### src/common/mshr_pkg.sv
package mshr_pkg;

    // ========================================
    // sizes
    // ========================================
    localparam int MSHR_ENTRY_NUM = 4;
    localparam int ENTRY_ID_W     = $clog2(MSHR_ENTRY_NUM);
    localparam int TAG_W          = 10;
    localparam int INDEX_W        = 6;
    localparam int OFFSET_W       = 4;
    localparam int WAY_W          = 2;
    localparam int TXN_ID_W       = 4;
    localparam int WDB_ID_W       = 3;
    localparam int DEST_RAM_W     = 5;    // top tag bits, hash id plus ram id

    // ========================================
    // data-RAM opcodes
    // ========================================
    localparam int              OPC_W     = 2;
    localparam logic [OPC_W-1:0] OPC_WRITE = 2'd0;
    localparam logic [OPC_W-1:0] OPC_READ  = 2'd1;

    // ========================================
    // request structs
    // ========================================
    // request as it arrives from the tag pipeline
    typedef struct packed {
        logic [TXN_ID_W-1:0]   txn_id;
        logic                  is_write;
        logic                  hit;
        logic [TAG_W-1:0]      tag;
        logic [INDEX_W-1:0]    index;
        logic [OFFSET_W-1:0]   offset;
        logic [WAY_W-1:0]      way;
        logic [WDB_ID_W-1:0]   wdb_id;     // write data buffer slot
    } cache_req_t;

    // broadcast from the allocator to all entries
    typedef struct packed {
        cache_req_t                req;
        logic [MSHR_ENTRY_NUM-1:0] hzd_bitmap;  // older entries on the same set
    } mshr_alloc_t;

    // line request to the next level
    typedef struct packed {
        logic [ENTRY_ID_W-1:0] entry_id;
        logic [TXN_ID_W-1:0]   txn_id;
        logic [TAG_W-1:0]      tag;
        logic [INDEX_W-1:0]    index;
        logic [OFFSET_W-1:0]   offset;
    } ds_req_t;

    // read or write of the data RAM
    typedef struct packed {
        logic [ENTRY_ID_W-1:0] entry_id;
        logic [TXN_ID_W-1:0]   txn_id;
        logic [OPC_W-1:0]      opcode;
        logic [WAY_W-1:0]      way;
        logic [INDEX_W-1:0]    index;
        logic [OFFSET_W-1:0]   offset;
        logic [DEST_RAM_W-1:0] dest_ram_id;
        logic [WDB_ID_W-1:0]   wdb_id;      // zero on reads
    } ram_req_t;

endpackage

### src/hdl/mshr_alloc.sv
`timescale 1ns/1ps

module mshr_alloc
    import mshr_pkg::*;
(
    input  logic                           req_vld,
    input  cache_req_t                     req,
    output logic                           req_rdy,
    input  logic [MSHR_ENTRY_NUM-1:0]      entry_active,
    input  cache_req_t [MSHR_ENTRY_NUM-1:0] entry_req,
    input  logic [MSHR_ENTRY_NUM-1:0]      release_vec,
    output logic [MSHR_ENTRY_NUM-1:0]      update_vec,
    output mshr_alloc_t                    alloc
);

    logic [ENTRY_ID_W-1:0] free_idx;
    logic                  accept;

    // ========================================
    // free entry pick
    // ========================================
    // lowest numbered inactive entry wins
    always_comb begin
        free_idx = '0;
        for (int i = MSHR_ENTRY_NUM - 1; i >= 0; i--) begin
            if (!entry_active[i]) begin
                free_idx = ENTRY_ID_W'(i);
            end
        end
    end

    assign req_rdy    = ~&entry_active;     // room while any entry is idle
    assign accept     = req_vld && req_rdy;
    assign update_vec = MSHR_ENTRY_NUM'(accept) << free_idx;

    // ========================================
    // same-set hazard bitmap
    // ========================================
    // an entry releasing this cycle is already gone for the new request,
    // otherwise its bit would never be cleared
    always_comb begin
        alloc.req = req;
        for (int i = 0; i < MSHR_ENTRY_NUM; i++) begin
            alloc.hzd_bitmap[i] = entry_active[i]
                                && !release_vec[i]
                                && (entry_req[i].index == req.index);
        end
    end

endmodule

### src/mshr_entry/mshr_entry.sv
`timescale 1ns/1ps

module mshr_entry
    import mshr_pkg::*;
(
    input  logic                      clk,
    input  logic                      rst_n,
    input  logic                      update_en,
    input  mshr_alloc_t               alloc,
    input  logic [MSHR_ENTRY_NUM-1:0] release_vec,
    input  logic                      ds_grant,
    input  logic                      ram_grant,
    input  logic                      lf_done,
    input  logic                      acc_done,
    output logic                      active,
    output cache_req_t                entry_req,
    output logic                      ds_want,
    output logic                      ram_want,
    output logic                      release_en
);

    logic [MSHR_ENTRY_NUM-1:0] hzd_bitmap;
    logic                      hazard_free;
    logic                      linefill_sent;
    logic                      linefill_done;
    logic                      access_sent;
    logic                      access_done;

    assign release_en = acc_done;   // ram access finished, entry is done

    // ========================================
    // stored request
    // ========================================
    always_ff @(posedge clk) begin
        if (update_en) begin
            entry_req <= alloc.req;
        end
    end

    always_ff @(posedge clk or negedge rst_n) begin
        if (!rst_n) begin
            active <= 1'b0;
        end else if (update_en) begin
            active <= 1'b1;
        end else if (release_en) begin
            active <= 1'b0;
        end
    end

    // ========================================
    // hazard wait
    // ========================================
    always_ff @(posedge clk or negedge rst_n) begin
        if (!rst_n) begin
            hzd_bitmap <= '0;
        end else if (update_en) begin
            hzd_bitmap <= alloc.hzd_bitmap;
        end else begin
            hzd_bitmap <= hzd_bitmap & ~release_vec;    // older entries drop out
        end
    end

    // one edge behind the bitmap
    always_ff @(posedge clk or negedge rst_n) begin
        if (!rst_n) begin
            hazard_free <= 1'b0;
        end else if (update_en) begin
            hazard_free <= 1'b0;
        end else begin
            hazard_free <= active && !release_en && (hzd_bitmap == '0);
        end
    end

    // ========================================
    // progress flags
    // ========================================
    // a hit needs no linefill, so both linefill flags start as done
    always_ff @(posedge clk or negedge rst_n) begin
        if (!rst_n) begin
            linefill_sent <= 1'b0;
            linefill_done <= 1'b0;
            access_sent   <= 1'b0;
            access_done   <= 1'b0;
        end else if (update_en) begin
            linefill_sent <= alloc.req.hit;
            linefill_done <= alloc.req.hit;
            access_sent   <= 1'b0;
            access_done   <= 1'b0;
        end else begin
            if (ds_grant) linefill_sent <= 1'b1;
            if (lf_done) linefill_done <= 1'b1;     // line written into ram
            if (ram_grant) access_sent <= 1'b1;
            if (acc_done) access_done <= 1'b1;
        end
    end

    assign ds_want  = active && hazard_free && !linefill_sent;
    assign ram_want = active && hazard_free && linefill_done && !access_sent;

    // ========================================
    // checks
    // ========================================
    lf_done_outstanding: assert property (
        @(posedge clk) disable iff (!rst_n)
        lf_done |-> active && linefill_sent && !linefill_done
    );

    acc_done_outstanding: assert property (
        @(posedge clk) disable iff (!rst_n)
        acc_done |-> active && access_sent && !access_done
    );

    update_only_idle: assert property (
        @(posedge clk) disable iff (!rst_n)
        update_en |-> !active
    );

endmodule

### src/hdl/mshr_issue.sv
`timescale 1ns/1ps

module mshr_issue
    import mshr_pkg::*;
(
    input  logic                            clk,
    input  logic                            rst_n,
    input  logic [MSHR_ENTRY_NUM-1:0]       ds_want,
    input  logic [MSHR_ENTRY_NUM-1:0]       ram_want,
    input  cache_req_t [MSHR_ENTRY_NUM-1:0] entry_req,
    input  logic                            ds_rdy,
    input  logic                            ram_rdy,
    input  logic                            linefill_done,
    input  logic [ENTRY_ID_W-1:0]           linefill_done_id,
    input  logic                            ram_done,
    input  logic [ENTRY_ID_W-1:0]           ram_done_id,
    output logic [MSHR_ENTRY_NUM-1:0]       ds_grant,
    output logic [MSHR_ENTRY_NUM-1:0]       ram_grant,
    output logic                            ds_req_vld,
    output ds_req_t                         ds_req,
    output logic                            ram_req_vld,
    output ram_req_t                        ram_req,
    output logic [MSHR_ENTRY_NUM-1:0]       lf_done_vec,
    output logic [MSHR_ENTRY_NUM-1:0]       acc_done_vec,
    output logic [MSHR_ENTRY_NUM-1:0]       release_vec
);

    logic [ENTRY_ID_W-1:0] ds_ptr;
    logic [ENTRY_ID_W-1:0] ram_ptr;
    logic [ENTRY_ID_W-1:0] ds_sel;
    logic [ENTRY_ID_W-1:0] ram_sel;
    logic                  ds_fire;
    logic                  ram_fire;
    cache_req_t            ds_src;
    cache_req_t            ram_src;

    // first requester at or after ptr
    function automatic logic [ENTRY_ID_W-1:0] rr_pick(
        input logic [MSHR_ENTRY_NUM-1:0] want,
        input logic [ENTRY_ID_W-1:0]     ptr
    );
        logic [ENTRY_ID_W-1:0] idx;
        logic [ENTRY_ID_W-1:0] pick;
        pick = ptr;
        for (int o = MSHR_ENTRY_NUM - 1; o >= 0; o--) begin
            idx = ptr + ENTRY_ID_W'(o);
            if (want[idx]) pick = idx;
        end
        return pick;
    endfunction

    // ========================================
    // round-robin arbitration
    // ========================================
    assign ds_sel      = rr_pick(ds_want, ds_ptr);
    assign ram_sel     = rr_pick(ram_want, ram_ptr);
    assign ds_req_vld  = |ds_want;
    assign ram_req_vld = |ram_want;
    assign ds_fire     = ds_req_vld && ds_rdy;
    assign ram_fire    = ram_req_vld && ram_rdy;
    assign ds_grant    = MSHR_ENTRY_NUM'(ds_fire) << ds_sel;
    assign ram_grant   = MSHR_ENTRY_NUM'(ram_fire) << ram_sel;

    // a stalled winner keeps top priority until its handshake
    always_ff @(posedge clk or negedge rst_n) begin
        if (!rst_n) begin
            ds_ptr  <= '0;
            ram_ptr <= '0;
        end else begin
            if (ds_fire) begin
                ds_ptr <= ds_sel + ENTRY_ID_W'(1);
            end else if (ds_req_vld) begin
                ds_ptr <= ds_sel;
            end
            if (ram_fire) begin
                ram_ptr <= ram_sel + ENTRY_ID_W'(1);
            end else if (ram_req_vld) begin
                ram_ptr <= ram_sel;
            end
        end
    end

    // ========================================
    // payload build
    // ========================================
    always_comb begin
        ds_src          = entry_req[ds_sel];
        ds_req.entry_id = ds_sel;
        ds_req.txn_id   = ds_src.txn_id;
        ds_req.tag      = ds_src.tag;
        ds_req.index    = ds_src.index;
        ds_req.offset   = ds_src.offset;
    end

    always_comb begin
        ram_src             = entry_req[ram_sel];
        ram_req.entry_id    = ram_sel;
        ram_req.txn_id      = ram_src.txn_id;
        ram_req.opcode      = ram_src.is_write ? OPC_WRITE : OPC_READ;
        ram_req.way         = ram_src.way;
        ram_req.index       = ram_src.index;
        ram_req.offset      = ram_src.offset;
        ram_req.dest_ram_id = ram_src.tag[TAG_W-1 -: DEST_RAM_W];
        ram_req.wdb_id      = ram_src.is_write ? ram_src.wdb_id : '0;  // reads carry no slot
    end

    // completion ids to one-hot
    assign lf_done_vec  = MSHR_ENTRY_NUM'(linefill_done) << linefill_done_id;
    assign acc_done_vec = MSHR_ENTRY_NUM'(ram_done) << ram_done_id;
    assign release_vec  = acc_done_vec;

    // ========================================
    // checks
    // ========================================
    ds_hold_stable: assert property (
        @(posedge clk) disable iff (!rst_n)
        ds_req_vld && !ds_rdy |=> ds_req_vld && $stable(ds_req)
    );

    ram_hold_stable: assert property (
        @(posedge clk) disable iff (!rst_n)
        ram_req_vld && !ram_rdy |=> ram_req_vld && $stable(ram_req)
    );

endmodule

### src/hdl/mshr_top.sv
`timescale 1ns/1ps

module mshr_top
    import mshr_pkg::*;
(
    input  logic                  clk,
    input  logic                  rst_n,
    input  logic                  req_vld,
    input  cache_req_t            req,
    output logic                  req_rdy,
    output logic                  ds_req_vld,
    output ds_req_t               ds_req,
    input  logic                  ds_rdy,
    output logic                  ram_req_vld,
    output ram_req_t              ram_req,
    input  logic                  ram_rdy,
    input  logic                  linefill_done,
    input  logic [ENTRY_ID_W-1:0] linefill_done_id,
    input  logic                  ram_done,
    input  logic [ENTRY_ID_W-1:0] ram_done_id
);

    logic [MSHR_ENTRY_NUM-1:0]       update_vec;
    logic [MSHR_ENTRY_NUM-1:0]       entry_active;
    logic [MSHR_ENTRY_NUM-1:0]       entry_release;
    logic [MSHR_ENTRY_NUM-1:0]       ds_want;
    logic [MSHR_ENTRY_NUM-1:0]       ram_want;
    logic [MSHR_ENTRY_NUM-1:0]       ds_grant;
    logic [MSHR_ENTRY_NUM-1:0]       ram_grant;
    logic [MSHR_ENTRY_NUM-1:0]       lf_done_vec;
    logic [MSHR_ENTRY_NUM-1:0]       acc_done_vec;
    logic [MSHR_ENTRY_NUM-1:0]       release_vec;
    cache_req_t [MSHR_ENTRY_NUM-1:0] entry_req;
    mshr_alloc_t                     alloc;

    mshr_alloc mshr_alloc_inst (
        .req_vld      (req_vld),
        .req          (req),
        .req_rdy      (req_rdy),
        .entry_active (entry_active),
        .entry_req    (entry_req),
        .release_vec  (entry_release),     // entries finishing this cycle
        .update_vec   (update_vec),
        .alloc        (alloc)
    );

    for (genvar i = 0; i < MSHR_ENTRY_NUM; i++) begin : g_entry
        mshr_entry mshr_entry_inst (
            .clk         (clk),
            .rst_n       (rst_n),
            .update_en   (update_vec[i]),
            .alloc       (alloc),
            .release_vec (release_vec),
            .ds_grant    (ds_grant[i]),
            .ram_grant   (ram_grant[i]),
            .lf_done     (lf_done_vec[i]),
            .acc_done    (acc_done_vec[i]),
            .active      (entry_active[i]),
            .entry_req   (entry_req[i]),
            .ds_want     (ds_want[i]),
            .ram_want    (ram_want[i]),
            .release_en  (entry_release[i])
        );
    end

    mshr_issue mshr_issue_inst (
        .clk              (clk),
        .rst_n            (rst_n),
        .ds_want          (ds_want),
        .ram_want         (ram_want),
        .entry_req        (entry_req),
        .ds_rdy           (ds_rdy),
        .ram_rdy          (ram_rdy),
        .linefill_done    (linefill_done),
        .linefill_done_id (linefill_done_id),
        .ram_done         (ram_done),
        .ram_done_id      (ram_done_id),
        .ds_grant         (ds_grant),
        .ram_grant        (ram_grant),
        .ds_req_vld       (ds_req_vld),
        .ds_req           (ds_req),
        .ram_req_vld      (ram_req_vld),
        .ram_req          (ram_req),
        .lf_done_vec      (lf_done_vec),
        .acc_done_vec     (acc_done_vec),
        .release_vec      (release_vec)
    );

endmodule

### config.mk
export PLATFORM = sky130hd
export DESIGN_NAME = mshr_top
export DESIGN_NICKNAME = d
export VERILOG_FILES = /design/src/common/mshr_pkg.sv /design/src/hdl/mshr_alloc.sv /design/src/mshr_entry/mshr_entry.sv /design/src/hdl/mshr_issue.sv /design/src/hdl/mshr_top.sv
export SDC_FILE = /design/constraint.sdc
export NUM_CORES = 1
export LEC_CHECK = 0
export CORE_ASPECT_RATIO = 0.75
export CORE_MARGIN = 1.5
export CORE_UTILIZATION = 45
export DETAILED_ROUTE_END_ITERATION = 8
export DONT_BUFFER_PORTS = 1
export PLACE_DENSITY_LB_ADDON = 0.15
export SYNTH_ARGS = -nofsm -noshare
export SYNTH_HDL_FRONTEND = slang
export SYNTH_SLANG_ARGS = --single-unit
### constraint.sdc
create_clock -name clk -period 4.79 [get_ports clk]
set_clock_uncertainty 0.05 [all_clocks]
set_input_delay 0.2395 -clock clk [delete_from_list [all_inputs] [get_ports clk]]
set_output_delay 0.2395 -clock clk [all_outputs]
set_load 0.01 [all_outputs]
==> reports/qor.txt, run 1 <==
syn nets: 567
Layout area overhead: 15.3%
setup bufs post-CTS: 0
Post-Syn Instances: 522
CP required: 4500 ps
slowest CP cell: clkinv_4
critical path's largest stage delay: 510 ps
Worst R2R Setup Slack: 2090 ps
post-route DRC violation count: 0
fmax: 0.295 GHz
starting DRC count in detailed routing: 236
initial antenna violation count: 0
first-pass GRT wire length: 24.8 mm
Power Density: 723 nW/um^2
htree depth: 4
GRT overflow: 0
Static Leak: 3.36 nW
Core Region: 16100 sq um
slew of the pin with the lowest slew margin: 1050 ps
sequential area share after synthesis: 62.3%
drt via density: 5.65
Root Driver: clkbuf_16
effective utilization at floorplan: 46.0%
CP startpoint kind: flip-flop
async set or reset register ratio after synthesis: 25.0%
post-route setup TNS: 0 ps
Tot Pwr: 6.17 mW
crit-path cells: nand4b_1 -> o21bai_2 -> a211oi_4 -> nor2_4 -> clkinv_4 -> mux2i_1 -> a221oi_1
Die Y-Extent: 114 um
max-slew violations: 0
CTS buffer count: 17
Synth area leader: edfxtp_1
largest net degree at the start of global routing: 53
die width: 151 um
Critical Path AT: 3110 ps
crit-path max FO: 51
IO Port Bufs: 0
vias in the first global route: 4418
TritonCTS clock tree: done
Post-Synthesis Cell Area: 7400 sq um
R2R cell count: 6
share of the synthesized area in the top cell type: 48.7%
most frequent cells in the layout: mux2i_1, edfxtp_1, dfrtp_1, dlygate4sd3_1, nor2_1
fraction of layout cells with a size suffix above 1: 8.92%
CTS resizes: 0
final net count: 604
Setup crit end kind: primary output
DRT Pass-1 Iters: 5
Max Buffers Root-to-Sink: 2
Post-synth EDFFs: 120
Warnings, synthesis: 0
Die Area: 17200 sq um
cell depth of the worst setup path: 7
routed vias: 4418
WL per Instance: 20.8 um
VDD IR max: 0.495 mV
Yosys reg bits: 160
r2r endpoint: mshr_issue_inst.ds_ptr[1]$_DFFE_PN0P_
crit path time final: 3400 ps
Final HPWL DP: 10.1 mm
Setup Viol. Count Final: 0
Max-cap violations: 0
critical path class: reg -> out
DRT Wirelength: 16.3 mm
Critical Path Source: g_entry[0].mshr_entry_inst.active$_DFFE_PN0P_
crit path buf inv count: 1
Critical Path Sink: ram_req[0]
ant diodes: 0
HP Class: in -> reg
Reg clk slew, reported paths: 70 ps
row count: 40
# IOs: 99
fillers: 1295
mean post-synth cell area: 14.2 sq um
commonest non-fill, non-tap cell in the layout: mux2i_1
worst rel slew slack: 30.3%
synth top area cells: edfxtp_1, mux2i_1, dfrtp_1
gr usage total: 19.9%
Non-Filler Instances: 782
cell total after placement: 711
Clock Sinks: 160
share of the clock period used by the worst path: 70.9%
status: completed
Critical R2R Launch: g_entry[2].mshr_entry_inst.active$_DFFE_PN0P_
Detail Route Antenna Nets: 0
final hold vios: 0
prevailing post-synth register cell: edfxtp_1
RSZ-0062 raised after global routing: false
unique cell type count in the Yosys netlist: 53
Top Family by Delay on Critical Path: compound AO/OA/AOI/OAI gates
routability congestion estimate: 0.792
clock latency on the worst-skew pair: 430 ps
## repair_timing
action,in CTS,in global routing
endpoints found under the hold margin,168,0
hold buffers,39,0
endpoints found under the setup margin,0,0
## synth_stat cells, types with 3 or more instances
cell / instances
inv_1: 9
a21oi_1: 13
edfxtp_1: 120
ha_1: 3
o21ai_1: 10
nand2_1: 16
clkbuf_1: 7
a31oi_1: 6
buf_4: 7
o21ai_0: 7
mux2i_1: 138
buf_2: 11
dfrtp_1: 40
nor2_1: 21
xnor2_1: 17
and3_1: 5
nand4_1: 8
nand3b_1: 5
xor2_1: 9
or4_1: 8
nand3_1: 19
## state kept, by name (all words and copies together), names as in the netlist
name	count
g_entry.mshr_entry_inst.access_sent	4
g_entry.mshr_entry_inst.active	4
g_entry.mshr_entry_inst.entry_req	120
g_entry.mshr_entry_inst.hazard_free	4
g_entry.mshr_entry_inst.hzd_bitmap	16
g_entry.mshr_entry_inst.linefill_done	4
g_entry.mshr_entry_inst.linefill_sent	4
mshr_issue_inst.ds_ptr	2
mshr_issue_inst.ram_ptr	2
## per-stage QoR
step	instance area [sq um]	hold WS, ps	setup WS (ps)	utilization (%)
after floorplan	7400	-106	2480	-
after global placement	7570	-105	1940	47.1
after detailed placement	7570	-104	1830	47.1
after CTS	8530	22.7	1350	53.1
after global routing	8530	52.6	1140	53.1
final	8530	38.2	1390	53.1
## worst register-to-register path, delay by kind of cell, from the launching register on
kind	cells	cell delay (ps)
simple gates	3	1090
compound gates	2	530
xor+xnor	1	530
flops	1	430
## metal layers
metal  global-route usage (%)  up-vias  wire length, um
met1                     25.9     2189             7330
met2                     31.4      133             7580
met3                     6.40       25             1150
met4                     7.06        0              233
met5                        0        -                0
li1                         -     2071                -
## cell type report
cell class / instances / area [sq um] / area share (%)
sequential: 160 / 4600 / 54.0
multi-input combinational: 324 / 2610 / 30.6
timing repair buffer: 45 / 445 / 5.22
clock buffer: 18 / 429 / 5.03
tap: 210 / 263 / 3.08
clock inverter: 14 / 133 / 1.55
inverter: 11 / 46.3 / 0.543
## power breakdown
part	internal, mW	total, mW	switching (mW)	leakage, nW
sequential	1.77	1.93	0.161	1.60
combinational	1.12	2.95	1.83	1.49
clock	0.723	1.28	0.556	0.271
## logic make-up after synthesis
family | after synthesis | share of synthesized area, %
compound gates | 57 | 5.16
xor+xnor | 26 | 3.08
fa+ha+maj | 3 | 0.508
buf+inv | 38 | 2.69
flops | 160 | 62.3
mux | 140 | 19.0
other cells | 1 | 0.0507
simple gates | 97 | 7.27
## worst min path at each step
stage / cells past startpoint / endpoint / start
2_1_floorplan: 0 / g_entry[0].mshr_entry_inst.access_sent$_DFFE_PN0P_ / rst_n
3_3_place_gp: 0 / g_entry[2].mshr_entry_inst.hzd_bitmap[0]$_DFF_PN0_ / rst_n
3_5_place_dp: 0 / g_entry[1].mshr_entry_inst.hzd_bitmap[1]$_DFF_PN0_ / rst_n
4_1_cts: 3 / mshr_issue_inst.ram_ptr[1]$_DFFE_PN0P_ / ram_rdy
5_1_grt: 3 / mshr_issue_inst.ram_ptr[1]$_DFFE_PN0P_ / ram_rdy
6_report: 3 / mshr_issue_inst.ram_ptr[1]$_DFFE_PN0P_ / ram_rdy
Power figures use the tool's default switching activity.
==> inputs of run 2 (changes only) <==
==> constraint.sdc (replaced) <==
create_clock -name clk -period 3.2 [get_ports clk]
set_clock_uncertainty 0.05 [all_clocks]
set_input_delay 0.16 -clock clk [delete_from_list [all_inputs] [get_ports clk]]
set_output_delay 0.16 -clock clk [all_outputs]
set_load 0.01 [all_outputs]
==> run 2 against run 1 <==
Flip-flop and latch count is the same. Global-route usage up 0.14 points. Critical path depth rose by 1. Register-to-register slack lost 1300 ps. First-iteration DRC count grew 50%. Combinational power rose by 54%. Critical path type unchanged.
==> reports/qor.txt, run 2 (synthesized netlist as in run 1, its figures left out) <==
drt via density: 5.55 (-1.7%)
Die Y-Extent: 114 um (unchanged)
Critical Path Source: g_entry[2].mshr_entry_inst.access_sent$_DFFE_PN0P_
Critical Path AT: 2710 ps (-400 ps)
final hold vios: 0 (unchanged)
post-route DRC violation count: 0 (unchanged)
Max-cap violations: 0 (unchanged)
R2R cell count: 5 (-1)
Clock Sinks: 160 (unchanged)
clock latency on the worst-skew pair: 420 ps (about the same)
TritonCTS clock tree: done
fmax: 0.342 GHz
Setup Viol. Count Final: 0 (unchanged)
final net count: 613 (+1.5%)
DRT Pass-1 Iters: 4 (-1)
htree depth: 4 (unchanged)
max-slew violations: 0 (unchanged)
Top reg by flops: g_entry.mshr_entry_inst.entry_req
IO Port Bufs: 0 (unchanged)
Power Density: 1100 nW/um^2 (+52%)
ant diodes: 0 (unchanged)
Detail Route Antenna Nets: 0 (unchanged)
pre-CTS setup slack: 483 ps (-1350 ps)
r2r endpoint: g_entry[0].mshr_entry_inst.linefill_done$_DFFE_PN0P_
Final HPWL DP: 10.4 mm (+2.6%)
initial antenna violation count: 0 (unchanged)
GRT overflow: 0 (unchanged)
largest net degree at the start of global routing: 41 (-23%)
final core occ: 54.2% (+1.1 points)
post-route setup TNS: 0 ps (unchanged)
CP startpoint kind: flip-flop
HP Class: in -> reg
Max Buffers Root-to-Sink: 2 (unchanged)
commonest non-fill, non-tap cell in the layout: mux2i_1
Worst R2R Setup Slack: 770 ps (-1320 ps)
Root Driver: clkbuf_16
RSZ-0062 raised after global routing: false
worst rel slew slack: 50.3% (+20 points)
Critical R2R Launch: g_entry[0].mshr_entry_inst.active$_DFFE_PN0P_
WL per Instance: 20.4 um (-2.0%)
gr usage total: 20.0% (+0.14 points)
vias in the first global route: 4544 (+2.9%)
DRT Wirelength: 16.2 mm (-0.90%)
routed vias: 4392 (-0.59%)
row count: 40 (unchanged)
first-pass GRT wire length: 25.4 mm (+2.3%)
share of the clock period used by the worst path: 91.4%
Reg clk slew, reported paths: 70 ps (about the same)
VDD IR max: 0.492 mV (-0.66%)
Layout area overhead: 17.6%
routability congestion estimate: 0.822 (+3.8%)
hold depth: 2 (-1)
Non-Filler Instances: 791 (+1.2%)
slew of the pin with the lowest slew margin: 744 ps (-301 ps)
fraction of layout cells with a size suffix above 1: 10.3% (+1.4 points)
starting DRC count in detailed routing: 354 (+50%)
Critical Path Sink: ram_req[25]
Static Leak: 3.44 nW (+2.5%)
Die Area: 17200 sq um (unchanged)
crit-path max FO: 32 (-37%)
max reg flops: 120 (unchanged)
status: completed
crit path time final: 2920 ps
# IOs: 99 (unchanged)
setup ws final: 275 ps (-1120 ps)
Largest regs: g_entry.mshr_entry_inst.entry_req x120, g_entry.mshr_entry_inst.hzd_bitmap x16
effective utilization at floorplan: 46.0% (unchanged)
most frequent cells in the layout: mux2i_1, edfxtp_1, dfrtp_1, dlygate4sd3_1, nor2_1
critical path class: reg -> out
die width: 151 um (unchanged)
CTS buffer count: 17 (unchanged)
Setup crit end kind: primary output
cell total after placement: 718 (+0.98%)
Core Region: 16100 sq um (unchanged)
CP required: 2990 ps (-1510 ps)
run 2: changes by cell type in the layout (fill, tap and decap cells not counted), moves of 2 or more:
cell	change
bufinv_16	+2
inv_8	+2
inv_6	+2
clkinvlp_4	+2
dlygate4sd3_1	+2
buf_12	+3
clkinv_4	-5
buf_4	+4
run 2: cell type report:
cell class | count | area, sq um
Clock buffer | 17 | 425
Clock inverter | 15 | 193
Fill cell | 1326 | 7370
Inverter | 11 | 48.8
Multi-Input combinational cell | 324 | 2610
Sequential cell | 160 | 4600
Tap cell | 210 | 263
Timing Repair Buffer | 54 | 556
run 2: metal layers:
| layer | up-vias | routed length, um | track usage, % |
|---|---|---|---|
| li1 | 2080 | - | - |
| met1 | 2204 | 7210 | 26.1 |
| met2 | 93 | 7750 | 31.3 |
| met3 | 15 | 1010 | 7.24 |
| met4 | 0 | 180 | 6.67 |
| met5 | - | 0 | 0 |
run 2: power by group:
group	leakage [nW]	switching, mW	internal, mW	total, mW
Combinational	1.55	2.79	1.76	4.55
Clock	0.296	0.859	1.25	2.11
Sequential	1.60	0.233	2.65	2.89
Total	3.44	3.88	5.66	9.55
run 2: metrics by stage:
| step | hold WS [ps] | instance area (sq um) | power (mW) |
|---|---|---|---|
| after floorplan | -186 | 7400 | 6.46 |
| after global placement | -184 | 7660 | 7.38 |
| after detailed placement | -184 | 7660 | 7.44 |
| after CTS | 31.4 | 8700 | 9.65 |
| after global routing | 74.0 | 8700 | 10.1 |
| final | 58.4 | 8700 | 9.55 |
run 2: how the worst min path moves through the flow:
stage | from | endpoint | slack, ps
2_1_floorplan | rst_n | g_entry[0].mshr_entry_inst.access_sent$_DFFE_PN0P_ | -190
3_3_place_gp | rst_n | g_entry[1].mshr_entry_inst.hzd_bitmap[2]$_DFF_PN0_ | -180
3_5_place_dp | rst_n | g_entry[1].mshr_entry_inst.hzd_bitmap[1]$_DFF_PN0_ | -180
4_1_cts | req_vld | g_entry[0].mshr_entry_inst.active$_DFFE_PN0P_ | 30
5_1_grt | req_vld | g_entry[0].mshr_entry_inst.active$_DFFE_PN0P_ | 70
6_report | req_vld | g_entry[0].mshr_entry_inst.active$_DFFE_PN0P_ | 60
run 2: timing repair:
item	CTS	global route
setup buffers	0	0
gates resized for setup	0	1
hold buffers	41	0
setup endpoints to repair	0	14
endpoints found under the hold margin	170	0
run 2: critical path, cell delays in order (launching register included):
cell and delay (ps):
dfrtp_1 400, nand4b_1 320, nor3b_2 270, a211oi_4 240, nor2_4 120, inv_8 260
buf_12 240, mux2i_1 100, mux2i_1 310
